File: src/rtl/frontend_pkg.sv
// Instruction front-end definitions
package frontend_pkg;

    // Queue sizing
    localparam int unsigned IQ_ENTRIES = 8;
    localparam int unsigned IQ_PTR_W   = 3;            // log2 of IQ_ENTRIES
    localparam int unsigned IQ_CNT_W   = 4;            // One extra bit so full differs from empty

    // Fetch restarts here after reset
    localparam logic [31:0] BOOT_PC = 32'h0000_0100;

    // RV32I major opcodes, bits 6:0 of the instruction word
    localparam logic [6:0] OPC_LUI     = 7'b0110111;
    localparam logic [6:0] OPC_AUIPC   = 7'b0010111;
    localparam logic [6:0] OPC_JAL     = 7'b1101111;
    localparam logic [6:0] OPC_JALR    = 7'b1100111;
    localparam logic [6:0] OPC_BRANCH  = 7'b1100011;
    localparam logic [6:0] OPC_LOAD    = 7'b0000011;
    localparam logic [6:0] OPC_STORE   = 7'b0100011;
    localparam logic [6:0] OPC_ALU_IMM = 7'b0010011;
    localparam logic [6:0] OPC_ALU_REG = 7'b0110011;

    // Widths that carry a meaning
    typedef logic [31:0]         addr_t;     // Instruction address
    typedef logic [31:0]         word_t;     // Raw instruction word
    typedef logic [4:0]          reg_idx_t;  // Architectural register index
    typedef logic [IQ_PTR_W-1:0] iq_ptr_t;   // Head or tail pointer
    typedef logic [IQ_CNT_W-1:0] iq_cnt_t;   // Occupancy, 0 to IQ_ENTRIES

    // One slot of the instruction queue
    typedef struct packed {
        logic  valid;    // Entry carries a fetched word
        addr_t pc;       // Address the word was fetched from
        word_t instr;    // Fetched instruction
    } instr_entry_t;

    // Coarse instruction class seen by the back end
    typedef enum logic [3:0] {
        CLS_LUI,
        CLS_AUIPC,
        CLS_JAL,
        CLS_JALR,
        CLS_BRANCH,
        CLS_LOAD,
        CLS_STORE,
        CLS_ALU_IMM,
        CLS_ALU_REG,
        CLS_ILLEGAL
    } instr_class_e;

    // Decoded micro-op handed to the back end
    typedef struct packed {
        addr_t        pc;       // PC of the source instruction
        instr_class_e cls;      // Instruction class
        reg_idx_t     rd;       // Destination register
        reg_idx_t     rs1;      // First source register
        reg_idx_t     rs2;      // Second source register
        logic [2:0]   funct3;   // Minor opcode
        logic [31:0]  imm;      // Sign-extended immediate, zero if unused
    } uop_t;

endpackage

File: src/rtl/fetch_unit.sv
// Sequential instruction fetch
module fetch_unit import frontend_pkg::*; (
    input  logic         clk_i,
    input  logic         rstn_i,

    input  logic         flush_i,       // Redirect fetch, kill in-flight request
    input  addr_t        flush_pc_i,    // New fetch address on flush

    input  iq_cnt_t      iq_count_i,    // Current queue occupancy

    output logic         imem_req_o,    // One-cycle request strobe
    output addr_t        imem_addr_o,   // Word address of the request
    input  word_t        imem_rdata_i,  // Data, one cycle after the request

    output instr_entry_t entry_o        // Queue write, valid bit is the strobe
);

    addr_t pc_q;          // Next address to fetch
    logic  inflight_q;    // A request went out last cycle
    addr_t req_pc_q;      // Address of that request

    // Occupancy including the request that has not landed yet
    logic [IQ_CNT_W:0] pending;
    logic              room;
    logic              issue;

    assign pending = {1'b0, iq_count_i} + {{IQ_CNT_W{1'b0}}, inflight_q};
    assign room    = (pending < IQ_ENTRIES);
    assign issue   = room & ~flush_i;   // Never fetch in the flush cycle

    assign imem_req_o  = issue;
    assign imem_addr_o = pc_q;

    // PC register
    always_ff @(posedge clk_i, negedge rstn_i) begin
        if (!rstn_i) begin
            pc_q <= BOOT_PC;
        end else if (flush_i) begin
            pc_q <= flush_pc_i;          // Restart at the redirect target
        end else if (issue) begin
            pc_q <= pc_q + 32'd4;        // Next sequential word
        end
    end

    // In-flight tracking, the memory has no valid of its own
    always_ff @(posedge clk_i, negedge rstn_i) begin
        if (!rstn_i) begin
            inflight_q <= 1'b0;
        end else begin
            inflight_q <= issue;         // Issue is already low during a flush
        end
    end

    // Request address travels alongside the response
    always_ff @(posedge clk_i) begin
        if (issue) begin
            req_pc_q <= pc_q;
        end
    end

    // Response lands in the queue unless a flush kills it this cycle
    always_comb begin
        entry_o       = '0;
        entry_o.valid = inflight_q & ~flush_i;
        entry_o.pc    = req_pc_q;
        entry_o.instr = imem_rdata_i;
    end

    // Occupancy accounting must keep the queue from overflowing
    a_no_write_when_full: assert property (
        @(posedge clk_i) disable iff (!rstn_i)
        entry_o.valid |-> (iq_count_i < IQ_ENTRIES)
    ) else $error("Queue written while holding %0d entries", iq_count_i);

endmodule

File: src/rtl/instruction_queue.sv
// Circular instruction queue
module instruction_queue import frontend_pkg::*; (
    input  logic         clk_i,
    input  logic         rstn_i,

    input  logic         flush_i,       // Drop all entries
    input  instr_entry_t entry_i,       // Write at tail when valid
    input  logic         read_head_i,   // Pop request, a level

    output instr_entry_t entry_o,       // Popped head, all zero when no pop
    output iq_cnt_t      iq_count_o,    // Occupancy
    output logic         empty_o
);

    instr_entry_t buffer_q [IQ_ENTRIES];   // Storage, no reset needed

    iq_ptr_t head_q;    // Oldest entry
    iq_ptr_t tail_q;    // Next free slot
    iq_cnt_t count_q;   // Entries held

    logic write_en;
    logic read_en;

    // Every valid entry is written, fetch accounting keeps space free
    assign write_en = entry_i.valid;

    // Pop only stored data, and never while flushing
    assign read_en = read_head_i & (count_q != '0) & ~flush_i;

    // Tail write
    always_ff @(posedge clk_i) begin
        if (write_en) begin
            buffer_q[tail_q] <= entry_i;
        end
    end

    // Pointers and occupancy
    always_ff @(posedge clk_i, negedge rstn_i) begin
        if (!rstn_i) begin
            head_q  <= '0;
            tail_q  <= '0;
            count_q <= '0;
        end else if (flush_i) begin
            head_q  <= '0;                // Queue is empty at the next edge
            tail_q  <= '0;
            count_q <= '0;
        end else begin
            head_q  <= head_q + iq_ptr_t'(read_en);    // Wraps at IQ_ENTRIES
            tail_q  <= tail_q + iq_ptr_t'(write_en);
            count_q <= count_q + iq_cnt_t'(write_en) - iq_cnt_t'(read_en);
        end
    end

    // Head is read combinationally in the pop cycle
    assign entry_o    = read_en ? buffer_q[head_q] : '0;
    assign iq_count_o = count_q;
    assign empty_o    = (count_q == '0);

    // Occupancy bound
    a_count_bound: assert property (
        @(posedge clk_i) disable iff (!rstn_i)
        count_q <= IQ_ENTRIES
    ) else $error("Queue occupancy %0d above capacity", count_q);

    // Equal pointers mean either empty or full, the counter decides which
    a_ptr_count_match: assert property (
        @(posedge clk_i) disable iff (!rstn_i)
        (head_q == tail_q) |-> (empty_o || count_q == IQ_ENTRIES)
    ) else $error("Pointers and occupancy disagree");

    // An empty queue stays empty unless something is written
    a_empty_hold: assert property (
        @(posedge clk_i) disable iff (!rstn_i)
        (empty_o && !write_en) |=> empty_o
    ) else $error("Queue left empty state without a write");

endmodule

File: src/rtl/instr_decoder.sv
// RV32I instruction decoder
module instr_decoder import frontend_pkg::*; (
    input  logic         clk_i,
    input  logic         rstn_i,

    input  logic         flush_i,       // Suppress the next output
    input  logic         dec_ready_i,   // Back end can take a micro-op

    input  instr_entry_t entry_i,       // Popped queue head
    output logic         read_head_o,   // Pop request to the queue

    output uop_t         uop_o,         // Registered micro-op
    output logic         dec_valid_o    // Micro-op strobe
);

    word_t        instr;
    instr_class_e cls;
    logic [31:0]  imm_i;
    logic [31:0]  imm_s;
    logic [31:0]  imm_b;
    logic [31:0]  imm_u;
    logic [31:0]  imm_j;
    uop_t         uop_d;

    uop_t         uop_q;
    logic         valid_q;

    // The queue qualifies this with its own occupancy
    assign read_head_o = dec_ready_i;

    assign instr = entry_i.instr;

    // Immediate formats
    assign imm_i = {{20{instr[31]}}, instr[31:20]};
    assign imm_s = {{20{instr[31]}}, instr[31:25], instr[11:7]};
    assign imm_b = {{19{instr[31]}}, instr[31], instr[7], instr[30:25], instr[11:8], 1'b0};
    assign imm_u = {instr[31:12], 12'b0};
    assign imm_j = {{11{instr[31]}}, instr[31], instr[19:12], instr[20], instr[30:21], 1'b0};

    // Opcode to class
    always_comb begin
        cls = CLS_ILLEGAL;
        if (instr[1:0] == 2'b11) begin  // Compressed encodings are not supported
            case (instr[6:0])
                OPC_LUI:     cls = CLS_LUI;
                OPC_AUIPC:   cls = CLS_AUIPC;
                OPC_JAL:     cls = CLS_JAL;
                OPC_JALR:    cls = CLS_JALR;
                OPC_BRANCH:  cls = CLS_BRANCH;
                OPC_LOAD:    cls = CLS_LOAD;
                OPC_STORE:   cls = CLS_STORE;
                OPC_ALU_IMM: cls = CLS_ALU_IMM;
                OPC_ALU_REG: cls = CLS_ALU_REG;
                default:     cls = CLS_ILLEGAL;
            endcase
        end
    end

    // Field extraction and immediate select
    always_comb begin
        uop_d        = '0;
        uop_d.pc     = entry_i.pc;
        uop_d.cls    = cls;
        uop_d.rd     = instr[11:7];
        uop_d.rs1    = instr[19:15];
        uop_d.rs2    = instr[24:20];
        uop_d.funct3 = instr[14:12];
        case (cls)
            CLS_LUI, CLS_AUIPC:             uop_d.imm = imm_u;
            CLS_JAL:                        uop_d.imm = imm_j;
            CLS_JALR, CLS_LOAD, CLS_ALU_IMM: uop_d.imm = imm_i;
            CLS_BRANCH:                     uop_d.imm = imm_b;
            CLS_STORE:                      uop_d.imm = imm_s;
            default:                        uop_d.imm = '0;   // ALU_REG and illegal
        endcase
    end

    // Output strobe
    always_ff @(posedge clk_i, negedge rstn_i) begin
        if (!rstn_i) begin
            valid_q <= 1'b0;
        end else begin
            valid_q <= entry_i.valid & ~flush_i;
        end
    end

    // Micro-op payload, loaded only on a pop
    always_ff @(posedge clk_i) begin
        if (entry_i.valid) begin
            uop_q <= uop_d;
        end
    end

    assign uop_o       = uop_q;
    assign dec_valid_o = valid_q;

    // Fetch only produces word-aligned PCs
    a_pc_aligned: assert property (
        @(posedge clk_i) disable iff (!rstn_i)
        dec_valid_o |-> (uop_o.pc[1:0] == 2'b00)
    ) else $error("Misaligned PC %h in decoded micro-op", uop_o.pc);

endmodule

File: src/rtl/frontend_top.sv
// Instruction front-end top level
module frontend_top import frontend_pkg::*; (
    input  logic  clk_i,
    input  logic  rstn_i,

    // Redirect from the back end
    input  logic  flush_i,
    input  addr_t flush_pc_i,

    // Instruction memory, fixed one-cycle latency
    output logic  imem_req_o,
    output addr_t imem_addr_o,
    input  word_t imem_rdata_i,

    // Back-end handshake
    input  logic  dec_ready_i,
    output uop_t  uop_o,
    output logic  dec_valid_o
);

    instr_entry_t fetch_entry;   // Fetch to queue write
    instr_entry_t head_entry;    // Queue head to decoder
    iq_cnt_t      iq_count;      // Occupancy back to fetch
    logic         read_head;     // Decoder pop request

    // PC generation and memory requests
    fetch_unit i_fetch_unit (
        .clk_i        ( clk_i        ),
        .rstn_i       ( rstn_i       ),
        .flush_i      ( flush_i      ),
        .flush_pc_i   ( flush_pc_i   ),
        .iq_count_i   ( iq_count     ),
        .imem_req_o   ( imem_req_o   ),
        .imem_addr_o  ( imem_addr_o  ),
        .imem_rdata_i ( imem_rdata_i ),
        .entry_o      ( fetch_entry  )
    );

    // Decoupling buffer
    instruction_queue i_instruction_queue (
        .clk_i       ( clk_i       ),
        .rstn_i      ( rstn_i      ),
        .flush_i     ( flush_i     ),
        .entry_i     ( fetch_entry ),
        .read_head_i ( read_head   ),
        .entry_o     ( head_entry  ),
        .iq_count_o  ( iq_count    ),
        .empty_o     (             )   // Fetch works from occupancy
    );

    // Decode stage
    instr_decoder i_instr_decoder (
        .clk_i       ( clk_i       ),
        .rstn_i      ( rstn_i      ),
        .flush_i     ( flush_i     ),
        .dec_ready_i ( dec_ready_i ),
        .entry_i     ( head_entry  ),
        .read_head_o ( read_head   ),
        .uop_o       ( uop_o       ),
        .dec_valid_o ( dec_valid_o )
    );

endmodule

File: config.mk
export PLATFORM = sky130hd
export DESIGN_NAME = frontend_top
export DESIGN_NICKNAME = d
export VERILOG_FILES = /design/src/rtl/frontend_pkg.sv /design/src/rtl/fetch_unit.sv /design/src/rtl/instruction_queue.sv /design/src/rtl/instr_decoder.sv /design/src/rtl/frontend_top.sv
export SDC_FILE = /design/constraint.sdc
export NUM_CORES = 1
export LEC_CHECK = 0
export ABC_AREA = 1
export BUFFER_PORTS_ARGS = -buffer_cell sky130_fd_sc_hd__buf_2
export CORE_UTILIZATION = 29
export CTS_CLUSTER_DIAMETER = 60
export DETAILED_ROUTE_END_ITERATION = 8
export PLACE_DENSITY = 0.44
export REMOVE_ABC_BUFFERS = 1
export SYNTH_ARGS = -nofsm -noshare
export SYNTH_HDL_FRONTEND = slang
export SYNTH_SLANG_ARGS = --single-unit
File: constraint.sdc
create_clock -name clk_i -period 19.6 [get_ports clk_i]
set_input_delay 5.88 -clock clk_i [delete_from_list [all_inputs] [get_ports clk_i]]
set_output_delay 5.88 -clock clk_i [all_outputs]
set_load 0.01 [all_outputs]
==> results.toml <==
[global_routing]
antenna_found_initial = 3
grt_pass1_wl_mm = 110.4
global_route.usage.total_pct = 15.68
grt_start_max_net_pins = 93
grt_overflow = 0
grt_pass1_vias = 17340

[worst_setup_path]
max_stage_delay_ns = 0.37
cp_cell_sequence = "buf_2 > buf_4 > nor2_4 > buf_2"
path_max_fanout = 39
startpoint = "flush_i"
end_kind = "output pin"
critPathBufInv = 3
r2r-end = "i_instr_decoder.uop_o[7]$_DFFE_PP_"
cp.required_ns = 13.72
crit_end = "imem_req_o"
r2r_slack_ns = 15.75
startpoint_type = "input port"
reg2reg_depth = 6
crit_family = "buffers and inverters"
path_depth = 4
r2r_start = "i_instruction_queue.head_q[0]$_DFF_PN0_"
crit_arrival_ns = 6.55
worst-setup-path-type = "in -> out"
cp_common_cell = "buf_2"
slowest_stage = "buf_4"

[synthesis]
synthArstFlopShare_pct = 6.452
synth_warnings = 0
synth_top_area_share_pct = 70.76
synth.cell_area_sq_um = 27070
synth-edff-count = 638
synth_area_per_cell_sq_um = 12.96
synthFlopType = "edfxtp_1"
ys_ff_latch = 682
synth_cells = 2089
synth.distinct_cells = 41
synth.area.top_cells = "edfxtp_1 71%, o21ai_0 5.0%, nor2_1 5.0%, dfrtp_1 4.0%, nand2_1 3.4%"
seq_area_frac_synth_pct = 74.84
synth_top_area_cell = "edfxtp_1"

[clock_tree]
clock_latency_ns = 0.62
post_cts_resized = 0
clock_sinks = 682
clkTransAtPathRegs_ns = 0.06
cts_setup_buffers = 0
h-tree-depth = 3
cts_buffers = 80
cts_hold_buf = 0
cts_tree = "built"
cts.path.max_buffers = 3
cts_root_buf = "clkbuf_16"

[layout]
fin_util_pct = 34.75
layout_commonest_cell = "edfxtp_1"
design_area_sq_um = 32000
drive_above_1_share_pct = 17.09
final_cell_mix = "638 x edfxtp_1, 352 x nor2_1, 271 x o21ai_0"
nNetsFinal = 2356
syn_to_final_growth_pct = 18.20

[detailed_routing]
wl_per_cell_um = 20.77
drt_pass1_iterations = 5
drc_errors = 0
viasPerCell = 4.788
totalWireLength_mm = 74.47
vias = 17170
drt-initial-drc-count = 1168
drtAntennaViolNets = 0

[pwr]
internal-power_w = 0.002744
power_leakage_nw = 11.32
power.total_w = 0.003768
sw_frac_of_total_pct = 27.17
peakVddDrop_uv = 64.14
pwr-share-comb_pct = 12.5
seqPwrFrac_pct = 48.2
powerDensity_nw_per_um2 = 117.7
p_clk_share_pct = 39.3
p_sw_w = 0.001024

[timing]
slew_headroom_pct = 23.10
rsz0062_at_grt = "no"
skew_ns = 0.01895
worstMarginPinSlew_ns = 1.151
maxSlewViolCount = 0
tns_ns = 0
setup_violations = 0
fin_crit_sh_pct = 63.44
timing.final.crit_period_ns = 12.43
fmax_mhz = 80.42
hold_viol = 0

[die]
die_y_um = 307.5
initial_core_util_pct = 29.40
die_area_sq_um = 94580
rows = 111
dieWidth_um = 307.5
io_pins = 188
core_area_sq_um = 92080

[hold_path]
hold_depth = 1
hold_class = "reg -> reg"
hold_path.startpoint = "i_instruction_queue.tail_q[2]$_DFF_PN0_"

[status]
status = "complete, no violations"

[placement]
port_buffers = 187
hpwl_mm = 40.86
gp_congestion = 0.8532
place_area_sq_um = 29380

[run]
maxCapViolations = 0
power groups by stage:
stage          sequential, W  clock (W)  combinational, W
5_1_grt              0.00183    0.00157          0.000532
2_1_floorplan        0.00184          0          0.000269
4_1_cts              0.00182    0.00152          0.000482
6_report             0.00182    0.00148          0.000472
3_5_place_dp         0.00185          0          0.000481
3_3_place_gp         0.00184          0          0.000472
how the worst min path moves through the flow:
stage | end
after CTS | i_instruction_queue.tail_q[2]$_DFF_PN0_
after global routing | i_instruction_queue.tail_q[2]$_DFF_PN0_
after global placement | i_instruction_queue.tail_q[2]$_DFF_PN0_
final | i_instruction_queue.tail_q[2]$_DFF_PN0_
after floorplan | i_instruction_queue.tail_q[2]$_DFF_PN0_
after detailed placement | i_instruction_queue.tail_q[2]$_DFF_PN0_
routing by layer:
| metal | vias to the layer above | track usage (%) | wire, um |
|---|---|---|---|
| li1 | 7955 | - | - |
| met1 | 8621 | 21.31 | 34290 |
| met2 | 468 | 25.59 | 34860 |
| met3 | 122 | 2.746 | 3500 |
| met4 | 0 | 4.559 | 1818 |
| met5 | - | 0 | 0 |
registers in the layout, summed over array words and instances, names as in the netlist:
register                        count
i_instruction_queue.head_q          3
i_fetch_unit.inflight_q             1
i_instruction_queue.iq_count_o      4
i_fetch_unit.imem_addr_o           32
i_instr_decoder.uop_o              86
i_instr_decoder.dec_valid_o         1
i_fetch_unit.req_pc_q              32
i_instruction_queue.tail_q          3
i_instruction_queue.buffer_q      520
worst register-to-register path, stage by stage (launching register included):
cell	delay, ns
dfrtp_4	0.73
inv_6	0.60
buf_4	0.82
nor2_1	0.11
o221a_1	0.33
nor3_2	0.18
buf_4	0.67
per-stage QoR:
stage	setup slack [ns]	hold slack, ns	instances
after CTS	7.144	0.5219	3583
after detailed placement	7.145	0.5154	3436
final	7.165	0.5220	3585
after global placement	7.176	0.5087	3436
after global routing	7.103	0.5789	3584
after floorplan	5.753	0.4752	1974
kinds of logic after synthesis:
family / synth area share, %
fa+ha+maj: 0.6285
compound gates: 9.160
flops: 74.84
simple gates: 11.41
buf+inv: 3.193
xor+xnor: 0.7764
Yosys cell counts, types with 2 or more instances:
| library cell | count |
|---|---|
| a21oi_1 | 10 |
| a31oi_1 | 34 |
| buf_1 | 2 |
| buf_2 | 31 |
| buf_4 | 9 |
| buf_6 | 2 |
| clkbuf_1 | 71 |
| dfrtp_1 | 43 |
| edfxtp_1 | 638 |
| ha_1 | 12 |
| inv_1 | 86 |
| inv_2 | 6 |
| nand2_1 | 243 |
| nand2_2 | 5 |
| nand3_1 | 80 |
| nand3_2 | 5 |
| nand3b_1 | 2 |
| nand4_1 | 6 |
| nor2_1 | 361 |
| nor3_1 | 34 |
| nor4_1 | 6 |
| o211ai_1 | 8 |
| o21ai_0 | 271 |
| o221a_1 | 8 |
| o221a_2 | 31 |
| o221ai_1 | 12 |
| o22ai_1 | 34 |
| or2_0 | 4 |
| xnor2_1 | 7 |
| xor2_1 | 17 |
layout make-up:
type                            instances  area [sq um]
Antenna cell                            2         5.005
Clock buffer                           98          2101
Clock inverter                         49         518.0
Fill cell                            8874         60080
Inverter                               92         355.3
Multi-Input combinational cell       1200          6021
Sequential cell                       682         20270
Tap cell                             1243          1555
Timing Repair Buffer                  219          1176
Note: power is estimated with default switching activity, not from simulation.
